`src/logic/cfg_params.svh`:
```
`ifndef CFG_PARAMS_SVH
`define CFG_PARAMS_SVH

// number of hardware queues covered by the configuration target
`define CFG_NUM_QUEUES 8

// occupancy counter and high-water mark widths, one word per queue
`define CFG_DEPTH_W 12
`define CFG_HWM_W 12

// read masks applied by the two status windows before data goes back
`define CFG_DEPTH_MASK 32'h0000_0fff
`define CFG_HWM_MASK 32'h0000_0fff

// register offset width on the configuration port
`define CFG_OFFSET_W 8

`endif

```
`src/logic/cfg_pkg.sv`:
```
`include "cfg_params.svh"

package cfg_pkg;

  // target select carried with every configuration request
  // the decoder routes on this field alone, the offset is passed through
  typedef enum logic [1:0] {
    // writable control registers (queue enable, high-water clear)
    TGT_CTRL  = 2'd0,
    // read-only window over the per-queue depth vector
    TGT_DEPTH = 2'd1,
    // read-only window over the per-queue high-water vector
    TGT_HWM   = 2'd2,
    // nothing is mapped here; every access returns an error
    TGT_NONE  = 2'd3
  } cfg_target_e;

  // index of one queue, sized from the queue count
  // enqueue and dequeue events name their queue with this type
  typedef logic [$clog2(`CFG_NUM_QUEUES)-1:0] queue_id_t;

endpackage

```
`src/logic/cfg_ctrl_regs.sv`:
```
`include "cfg_params.svh"

module cfg_ctrl_regs (
  input  logic                       clk,
  input  logic                       rst,
  input  logic                       cfg_read,
  input  logic                       cfg_write,
  input  logic [`CFG_OFFSET_W-1:0]   cfg_offset,
  input  logic [31:0]                cfg_wdata,
  output logic                       cfg_ack,
  output logic                       cfg_err,
  output logic [31:0]                cfg_rdata,
  // one enable bit per queue, held until rewritten
  output logic [`CFG_NUM_QUEUES-1:0] queue_enable,
  // write-one-to-clear pulses toward the high-water marks
  output logic [`CFG_NUM_QUEUES-1:0] hwm_clear
);

  // register map of this target
  localparam logic [`CFG_OFFSET_W-1:0] OFS_ENABLE = 'd0;
  localparam logic [`CFG_OFFSET_W-1:0] OFS_CLEAR  = 'd1;

  logic hit_enable;
  logic hit_clear;

  assign hit_enable = (cfg_offset == OFS_ENABLE);
  assign hit_clear  = (cfg_offset == OFS_CLEAR);

  // answer in the same cycle as the strobe
  always_comb begin
    cfg_ack   = cfg_read || cfg_write;
    cfg_err   = 1'b1;
    cfg_rdata = '0;
    if (hit_enable) begin
      cfg_err = 1'b0;
      if (cfg_read) begin
        cfg_rdata[`CFG_NUM_QUEUES-1:0] = queue_enable;
      end
    end else if (hit_clear) begin
      // the clear register has no storage and reads back as zero
      cfg_err = 1'b0;
    end
  end

  // all queues come out of reset enabled
  // upper write data bits have no queue behind them and are dropped
  always_ff @(posedge clk) begin
    if (rst) begin
      queue_enable <= '1;
    end else if (cfg_write && hit_enable) begin
      queue_enable <= cfg_wdata[`CFG_NUM_QUEUES-1:0];
    end
  end

  // the written ones show for exactly the cycle after the accepting edge
  always_ff @(posedge clk) begin
    if (rst) begin
      hwm_clear <= '0;
    end else if (cfg_write && hit_clear) begin
      hwm_clear <= cfg_wdata[`CFG_NUM_QUEUES-1:0];
    end else begin
      hwm_clear <= '0;
    end
  end

  // requests are at least two cycles apart, so a clear never stretches
  a_clear_pulse: assert property (@(posedge clk) disable iff (rst)
    (|hwm_clear) |=> (hwm_clear == '0));

endmodule

```
`src/logic/cfg_status_window.sv`:
```
`include "cfg_params.svh"

module cfg_status_window #(
  parameter int          DEPTH     = 8,
  parameter int          WIDTH     = 8,
  parameter logic [31:0] READ_MASK = '1
) (
  input  logic                     clk,
  input  logic                     rst,
  // flat status vector, queue 0 in the low word
  input  logic [DEPTH*WIDTH-1:0]   status,
  input  logic                     cfg_read,
  input  logic                     cfg_write,
  input  logic [`CFG_OFFSET_W-1:0] cfg_offset,
  input  logic [31:0]              cfg_wdata,
  output logic                     cfg_ack,
  output logic                     cfg_err,
  output logic [31:0]              cfg_rdata
);

  logic [31:0] word;

  // the vector is too wide for one access, so each offset selects one word
  always_comb begin
    word      = '0;
    cfg_ack   = cfg_read || cfg_write;
    cfg_err   = 1'b1;
    cfg_rdata = '0;
    // only an in-range read succeeds, writes are always refused
    if (cfg_read && (int'(cfg_offset) < DEPTH)) begin
      word[WIDTH-1:0] = status[int'(cfg_offset)*WIDTH +: WIDTH];
      cfg_err         = 1'b0;
      cfg_rdata       = word & READ_MASK;
    end
  end

  // a word must fit the 32-bit data path
  // and the decoder never issues a read and a write together
  a_window_legal: assert property (@(posedge clk) disable iff (rst)
    (WIDTH <= 32) && !(cfg_read && cfg_write));

  // write data is ignored here but should still be driven by the master
  a_wdata_known: assert property (@(posedge clk) disable iff (rst)
    cfg_write |-> !$isunknown(cfg_wdata));

endmodule

```
`src/logic/cfg_subsystem_top.sv`:
```
`include "cfg_params.svh"

module cfg_subsystem_top (
  input  logic                     clk,
  input  logic                     rst,
  // configuration request
  input  logic                     req_valid,
  output logic                     req_ready,
  input  logic                     req_write,
  input  cfg_pkg::cfg_target_e     req_target,
  input  logic [`CFG_OFFSET_W-1:0] req_offset,
  input  logic [31:0]              req_wdata,
  // configuration response
  output logic                     rsp_valid,
  input  logic                     rsp_ready,
  output logic                     rsp_err,
  output logic [31:0]              rsp_rdata,
  // queue activity events
  input  logic                     enq_valid,
  input  cfg_pkg::queue_id_t       enq_qid,
  input  logic                     deq_valid,
  input  cfg_pkg::queue_id_t       deq_qid
);

  // shared strobe bus from the decoder to the targets
  logic                                    ctrl_read;
  logic                                    ctrl_write;
  logic                                    depth_read;
  logic                                    depth_write;
  logic                                    hwm_read;
  logic                                    hwm_write;
  logic [`CFG_OFFSET_W-1:0]                cfg_offset;
  logic [31:0]                             cfg_wdata;
  // target answers
  logic                                    ctrl_ack;
  logic                                    ctrl_err;
  logic [31:0]                             ctrl_rdata;
  logic                                    depth_ack;
  logic                                    depth_err;
  logic [31:0]                             depth_rdata;
  logic                                    hwm_ack;
  logic                                    hwm_err;
  logic [31:0]                             hwm_rdata;
  // control outputs and status vectors
  logic [`CFG_NUM_QUEUES-1:0]              queue_enable;
  logic [`CFG_NUM_QUEUES-1:0]              hwm_clear;
  logic [`CFG_NUM_QUEUES*`CFG_DEPTH_W-1:0] depth_status;
  logic [`CFG_NUM_QUEUES*`CFG_HWM_W-1:0]   hwm_status;

  cfg_target_decode u_decode (.*);

  cfg_ctrl_regs u_ctrl_regs (
    .clk, .rst,
    .cfg_read (ctrl_read), .cfg_write (ctrl_write), .cfg_offset, .cfg_wdata,
    .cfg_ack (ctrl_ack), .cfg_err (ctrl_err), .cfg_rdata (ctrl_rdata),
    .queue_enable, .hwm_clear
  );

  queue_depth_track u_track (.*);

  // one window per status vector, each with its own word width and mask
  cfg_status_window #(.DEPTH(`CFG_NUM_QUEUES), .WIDTH(`CFG_DEPTH_W),
                      .READ_MASK(`CFG_DEPTH_MASK)) u_depth_window (
    .clk, .rst, .status (depth_status),
    .cfg_read (depth_read), .cfg_write (depth_write), .cfg_offset, .cfg_wdata,
    .cfg_ack (depth_ack), .cfg_err (depth_err), .cfg_rdata (depth_rdata)
  );

  cfg_status_window #(.DEPTH(`CFG_NUM_QUEUES), .WIDTH(`CFG_HWM_W),
                      .READ_MASK(`CFG_HWM_MASK)) u_hwm_window (
    .clk, .rst, .status (hwm_status),
    .cfg_read (hwm_read), .cfg_write (hwm_write), .cfg_offset, .cfg_wdata,
    .cfg_ack (hwm_ack), .cfg_err (hwm_err), .cfg_rdata (hwm_rdata)
  );

endmodule

```
`src/logic/cfg_target_decode.sv`:
```
`include "cfg_params.svh"

module cfg_target_decode (
  input  logic                     clk,
  input  logic                     rst,
  // request channel from the configuration master
  input  logic                     req_valid,
  output logic                     req_ready,
  input  logic                     req_write,
  input  cfg_pkg::cfg_target_e     req_target,
  input  logic [`CFG_OFFSET_W-1:0] req_offset,
  input  logic [31:0]              req_wdata,
  // registered response channel back to the master
  output logic                     rsp_valid,
  input  logic                     rsp_ready,
  output logic                     rsp_err,
  output logic [31:0]              rsp_rdata,
  // answers from the three targets, all combinational
  input  logic                     ctrl_ack,
  input  logic                     ctrl_err,
  input  logic [31:0]              ctrl_rdata,
  input  logic                     depth_ack,
  input  logic                     depth_err,
  input  logic [31:0]              depth_rdata,
  input  logic                     hwm_ack,
  input  logic                     hwm_err,
  input  logic [31:0]              hwm_rdata,
  // per-target strobes plus the shared offset and write data
  output logic                     ctrl_read,
  output logic                     ctrl_write,
  output logic                     depth_read,
  output logic                     depth_write,
  output logic                     hwm_read,
  output logic                     hwm_write,
  output logic [`CFG_OFFSET_W-1:0] cfg_offset,
  output logic [31:0]              cfg_wdata
);
  import cfg_pkg::*;

  logic        accept;
  logic        sel_ack;
  logic        sel_err;
  logic [31:0] sel_rdata;

  // a held response blocks the next request, so only one is ever in flight
  assign req_ready = !rsp_valid;
  assign accept    = req_valid && req_ready;

  // strobes only fire in the accepting cycle and only for the addressed target
  assign ctrl_read   = accept && !req_write && (req_target == TGT_CTRL);
  assign ctrl_write  = accept && req_write && (req_target == TGT_CTRL);
  assign depth_read  = accept && !req_write && (req_target == TGT_DEPTH);
  assign depth_write = accept && req_write && (req_target == TGT_DEPTH);
  assign hwm_read    = accept && !req_write && (req_target == TGT_HWM);
  assign hwm_write   = accept && req_write && (req_target == TGT_HWM);
  assign cfg_offset  = req_offset;
  assign cfg_wdata   = req_wdata;

  // pick the answer of the addressed target
  // the unmapped target keeps the defaults and so looks like a missing ack
  always_comb begin
    sel_ack   = 1'b0;
    sel_err   = 1'b1;
    sel_rdata = '0;
    case (req_target)
      TGT_CTRL: begin
        sel_ack   = ctrl_ack;
        sel_err   = ctrl_err;
        sel_rdata = ctrl_rdata;
      end
      TGT_DEPTH: begin
        sel_ack   = depth_ack;
        sel_err   = depth_err;
        sel_rdata = depth_rdata;
      end
      TGT_HWM: begin
        sel_ack   = hwm_ack;
        sel_err   = hwm_err;
        sel_rdata = hwm_rdata;
      end
      default: begin
      end
    endcase
  end

  // response valid rises one edge after acceptance and drops when it transfers
  always_ff @(posedge clk) begin
    if (rst) begin
      rsp_valid <= 1'b0;
    end else if (accept) begin
      rsp_valid <= 1'b1;
    end else if (rsp_ready) begin
      rsp_valid <= 1'b0;
    end
  end

  // payload is only loaded on acceptance, so it holds under back-pressure
  // an error always comes back with zero data
  always_ff @(posedge clk) begin
    if (accept) begin
      rsp_err   <= !sel_ack || sel_err;
      rsp_rdata <= (sel_ack && !sel_err) ? sel_rdata : '0;
    end
  end

  // never more than one target is addressed in a cycle
  a_one_strobe: assert property (@(posedge clk) disable iff (rst)
    $onehot0({ctrl_read, ctrl_write, depth_read, depth_write, hwm_read, hwm_write}));

  // a stalled response keeps its contents until the master takes it
  a_rsp_stable: assert property (@(posedge clk) disable iff (rst)
    rsp_valid && !rsp_ready |=> rsp_valid && $stable(rsp_err) && $stable(rsp_rdata));

endmodule

```
`src/logic/queue_depth_track.sv`:
```
`include "cfg_params.svh"

module queue_depth_track (
  input  logic                                    clk,
  input  logic                                    rst,
  // single-cycle event pulses, never back-pressured
  input  logic                                    enq_valid,
  input  cfg_pkg::queue_id_t                      enq_qid,
  input  logic                                    deq_valid,
  input  cfg_pkg::queue_id_t                      deq_qid,
  input  logic [`CFG_NUM_QUEUES-1:0]              queue_enable,
  input  logic [`CFG_NUM_QUEUES-1:0]              hwm_clear,
  // flat status vectors, queue 0 in the low word
  output logic [`CFG_NUM_QUEUES*`CFG_DEPTH_W-1:0] depth_status,
  output logic [`CFG_NUM_QUEUES*`CFG_HWM_W-1:0]   hwm_status
);
  import cfg_pkg::*;

  localparam logic [`CFG_DEPTH_W-1:0] DEPTH_MAX = '1;

  logic [`CFG_DEPTH_W-1:0] depth_q [`CFG_NUM_QUEUES];
  logic [`CFG_HWM_W-1:0]   hwm_q   [`CFG_NUM_QUEUES];
  logic [`CFG_DEPTH_W-1:0] depth_nxt [`CFG_NUM_QUEUES];
  logic [`CFG_HWM_W-1:0]   hwm_nxt   [`CFG_NUM_QUEUES];

  always_comb begin
    logic inc;
    logic dec;
    for (int q = 0; q < `CFG_NUM_QUEUES; q++) begin
      // enqueues to a disabled queue are dropped on the floor
      inc = enq_valid && (enq_qid == queue_id_t'(q)) && queue_enable[q];
      dec = deq_valid && (deq_qid == queue_id_t'(q));
      depth_nxt[q] = depth_q[q];
      // an enqueue and a dequeue together pass straight through the queue
      if (inc && dec) begin
        depth_nxt[q] = depth_q[q];
      end else if (inc && (depth_q[q] != DEPTH_MAX)) begin
        depth_nxt[q] = depth_q[q] + 1'b1;
      end else if (dec && (depth_q[q] != '0)) begin
        // a dequeue of an empty queue is ignored
        depth_nxt[q] = depth_q[q] - 1'b1;
      end
      // clear restarts the mark from the depth being written this cycle
      hwm_nxt[q] = hwm_q[q];
      if (hwm_clear[q] || (`CFG_HWM_W'(depth_nxt[q]) > hwm_q[q])) begin
        hwm_nxt[q] = `CFG_HWM_W'(depth_nxt[q]);
      end
    end
  end

  always_ff @(posedge clk) begin
    for (int q = 0; q < `CFG_NUM_QUEUES; q++) begin
      if (rst) begin
        depth_q[q] <= '0;
        hwm_q[q]   <= '0;
      end else begin
        depth_q[q] <= depth_nxt[q];
        hwm_q[q]   <= hwm_nxt[q];
      end
    end
  end

  // flatten the counters into the vectors the status windows read
  always_comb begin
    for (int q = 0; q < `CFG_NUM_QUEUES; q++) begin
      depth_status[q*`CFG_DEPTH_W +: `CFG_DEPTH_W] = depth_q[q];
      hwm_status[q*`CFG_HWM_W +: `CFG_HWM_W]       = hwm_q[q];
    end
  end

  // the mark can lag only if a clear or an update went wrong
  for (genvar g = 0; g < `CFG_NUM_QUEUES; g++) begin : g_hwm_chk
    a_hwm_ge_depth: assert property (@(posedge clk) disable iff (rst)
      hwm_q[g] >= `CFG_HWM_W'(depth_q[g]));
  end

endmodule

```
`config.mk`:
```
export PLATFORM = sky130hd
export DESIGN_NAME = cfg_subsystem_top
export DESIGN_NICKNAME = d
export VERILOG_FILES = /design/src/logic/cfg_pkg.sv /design/src/logic/cfg_ctrl_regs.sv /design/src/logic/cfg_status_window.sv /design/src/logic/cfg_subsystem_top.sv /design/src/logic/cfg_target_decode.sv /design/src/logic/queue_depth_track.sv
export VERILOG_INCLUDE_DIRS = /design/src /design/src/logic
export SDC_FILE = /design/constraint.sdc
export NUM_CORES = 1
export LEC_CHECK = 0
export BUFFER_PORTS_ARGS = -buffer_cell sky130_fd_sc_hd__buf_2
export CAP_MARGIN = 30
export CORE_MARGIN = 5
export CORE_UTILIZATION = 43
export CTS_CLUSTER_DIAMETER = 60
export DETAILED_ROUTE_END_ITERATION = 8
export GPL_TIMING_DRIVEN = 0
export PLACE_DENSITY = 0.63
export SYNTH_ARGS = -nofsm -noshare
export SYNTH_HDL_FRONTEND = slang
export SYNTH_SLANG_ARGS = --single-unit
export TNS_END_PERCENT = 20
```
`constraint.sdc`:
```
create_clock -name clk -period 4 [get_ports clk]
set_input_delay 0.2 -clock clk [delete_from_list [all_inputs] [get_ports clk]]
set_output_delay 0.2 -clock clk [all_outputs]
set_load 0.02 [all_outputs]
```
==> run metrics <==
status=finished clean; Cells after Synth=2,092; CP delay by family, top=simple AND/OR/NAND/NOR gates; routed via count=17.3k; GPL Wtd Cong=1.05; mux cell area share after synthesis=0.0846; CP Cell Sequence=buf_2 > or3_1 > nor4_4 > buf_4 > a221o_1 > o2111ai_1 > or2_2 > ha_1 > a21oi_1 > o21ai_0 > or3_1 > o21bai_2 > nand2_2 > a21oi_1; post-synthesis sequential area ratio=0.266; simple-gate share of the synthesized area=0.249; clock slew at reported path FFs=60 ps; final worst path period share=0.985; vias in the first global route=15.8k; CTS root buffer=clkbuf_16; largest family of logic cells by synthesized area=simple AND/OR/NAND/NOR gates; IO Count=90; Synth Area in Compound Gates=0.193; arrival time of the worst setup path=4440 ps; Leak Pwr=8.07 nW; CP Capture Point=u_track.hwm_q[0][22]; critical path endpoint category=register; final net count=2,379; Num CTS Buffers=29; Crit. path cell count=14; RR Endpoint=u_track.hwm_q[0][22]; Clk Latency, worst-skew pair=580 ps; drt initial violations=1,876; fmax=254 MHz; gr ovfl total=0; dpl cells=2,681; Worst VDD drop=0.336 mV; gr usage total=0.268; Layout area overhead=16.6%; YS warnings=0; clk sinks=222; worst-margin pin slew=999 ps; library cells used by synthesis=111; first-pass GRT wire length=93,600 µm; Max Buffers Root-to-Sink=3; ys async rst share=0; synthesized area=17,200 µm²; clk_skew=20.1 ps; Pins Over Slew Limit=0; Routed WL=62,900 µm; Die H=210 µm; RSZ-0062 raised after global routing=true; Slew Limit Headroom=0.329; largest net degree at the start of global routing=15; CP startpoint=u_track.depth_q[0][14]; Post-Synth XOR/XNOR Area=0.0331; Post-Syn Area per Cell=8.22 µm²; Crit path required time=4500 ps; # DRC=0; core footprint=39,600 µm²; Initial Utilization=0.434; worst hold path type=input port to register; PortBufs=42; Worst Path Max Fanout=9; vias per cell=6.27; initial antenna violation count=1; die width=210 µm; Fin. Hold Viols=0; #FFs+latches synth=222; die area=44,100 µm²; Post-synth EDFFs=13; CP max stage cell=or3_1; layout cell share with drive strength beyond 1=0.187; WP buf/inv=2; Post-synth top flop=dfxtp_1; wire per inst=22.8 µm; Critical Path Source Type=register; post-synthesis adder-cell area fraction=0.0822; CP peak stage delay=440 ps; reg2reg setup slack=60 ps; setup TNS=0 ps; final setup fails=0; CTS tree=done; MaxCap Viol Count=0; pre-CTS setup slack=-751 ps; pwr dens=510 nW/µm²; num rows=73; Final Core Density=0.506; WS Path Type=register to register; antenna viol nets, final=0; RR Startpoint=u_track.depth_q[0][14]; fin cells=2,758; iteration count of the initial detailed-routing pass=5; CTS H-tree lvls=1; fin crit period=3940 ps; FF-to-FF path depth=14; dpl hpwl=47,900 µm; PnR worst setup slack=59.1 ps
cell type report:
class | instances | area (µm²)
flip-flops and latches | 222 | 4590
plain buffers | 154 | 873
multi-input cells | 1537 | 11800
clock inverters | 15 | 185
inverters | 190 | 713
fillers | 3861 | 19600
diodes | 2 | 5.00
repair buffers | 77 | 495
well taps | 525 | 657
clock buffers | 36 | 782
worst min-delay path by stage:
| stage | start | end | slack (ps) | cells after the start |
|---|---|---|---|---|
| after CTS | req_target[0] | u_ctrl_regs.hwm_clear[0] | 70 | 3 |
| after floorplan | rsp_ready | u_decode.rsp_valid | 300 | 1 |
| after detailed placement | rsp_ready | u_decode.rsp_valid | 400 | 2 |
| after global routing | req_target[0] | u_ctrl_regs.hwm_clear[0] | 110 | 3 |
| final | req_target[1] | u_decode.rsp_err | 90 | 3 |
| after global placement | rsp_ready | u_decode.rsp_valid | 390 | 2 |
cell usage in the layout, fill, tap and decap left out, types with 28 or more instances in the layout:
cell type / instances
nor3_1: 51
a21oi_1: 120
and2_1: 39
nor4_1: 28
inv_1: 189
nand3_1: 77
o31ai_1: 28
clkbuf_16: 29
nand4_1: 58
a211oi_1: 39
nor2_1: 184
buf_4: 51
xnor2_1: 32
o21ai_0: 54
buf_2: 88
nand2_1: 107
clkbuf_1: 51
dfxtp_1: 195
ha_1: 111
o211ai_1: 31
mux2i_1: 37
mux4_2: 47
cells by family after synthesis:
group	count (synthesis)
compound gates	481
xor+xnor	65
fa+ha+maj	113
buf+inv	352
flops	222
mux	85
other cells	1
simple gates	773
per-layer routing:
metal	global-route usage	wire (µm)	vias up
met2	0.402	26800	932
met5	0	0	-
met3	0.0423	6070	150
met1	0.393	27500	8250
li1	-	-	7956
met4	0.0941	2420	0
power breakdown:
part | leakage [nW] | switching, mW | total, mW | internal (mW)
Combinational | 5.75 | 2.63 | 4.55 | 1.92
Clock | 0.477 | 1.04 | 2.68 | 1.63
Sequential | 1.84 | 0.428 | 3.00 | 2.57
Total | 8.07 | 4.10 | 10.2 | 6.13
what timing repair did:
item,in CTS,in global routing
pin swaps,5,23
setup buffers,9,12
hold endpoints to repair,20,0
endpoints found under the setup margin,94,96
resized for setup,56,112
hold buffers,11,0
synth_stat cells, drive strengths merged (40+ instances only):
master | n | area, µm²
a211oi | 50 | 410
a21oi | 124 | 628
and2 | 40 | 251
buf | 84 | 504
clkbuf | 78 | 357
dfxtp | 209 | 4180
ha | 113 | 1410
inv | 189 | 709
mux4 | 48 | 1080
nand2 | 111 | 419
nand3 | 79 | 395
nand4 | 61 | 400
nor2 | 186 | 706
nor3 | 64 | 340
o21ai | 68 | 344
worst register-to-register path: stages, from the launching register on:
cell,delay (ps)
dfxtp_1,300
buf_2,190
or3_1,440
nor4_4,390
buf_4,200
a221o_1,130
o2111ai_1,190
or2_2,340
ha_1,320
a21oi_1,200
o21ai_0,120
or3_1,410
o21bai_2,260
nand2_2,200
a21oi_1,210
through the flow:
stage | total power [mW] | hold slack (ps) | cell area, µm²
floorplan | 5.89 | 299 | 17300
detailed placement | 6.98 | 401 | 18200
finish | 10.2 | 92.4 | 20100
CTS | 9.84 | 71.3 | 19500
global placement | 6.89 | 385 | 18100
global route | 10.8 | 113 | 20100
registers in the layout, summed over array words and instances, names as in the netlist:
| signal | flops |
|---|---|
| u_ctrl_regs.hwm_clear | 8 |
| u_ctrl_regs.queue_enable | 8 |
| u_decode.rsp_err | 1 |
| u_decode.rsp_rdata | 12 |
| u_decode.rsp_valid | 1 |
| u_track.depth_q | 96 |
| u_track.hwm_q | 96 |
No activity file was read; power rests on OpenSTA's default activity.
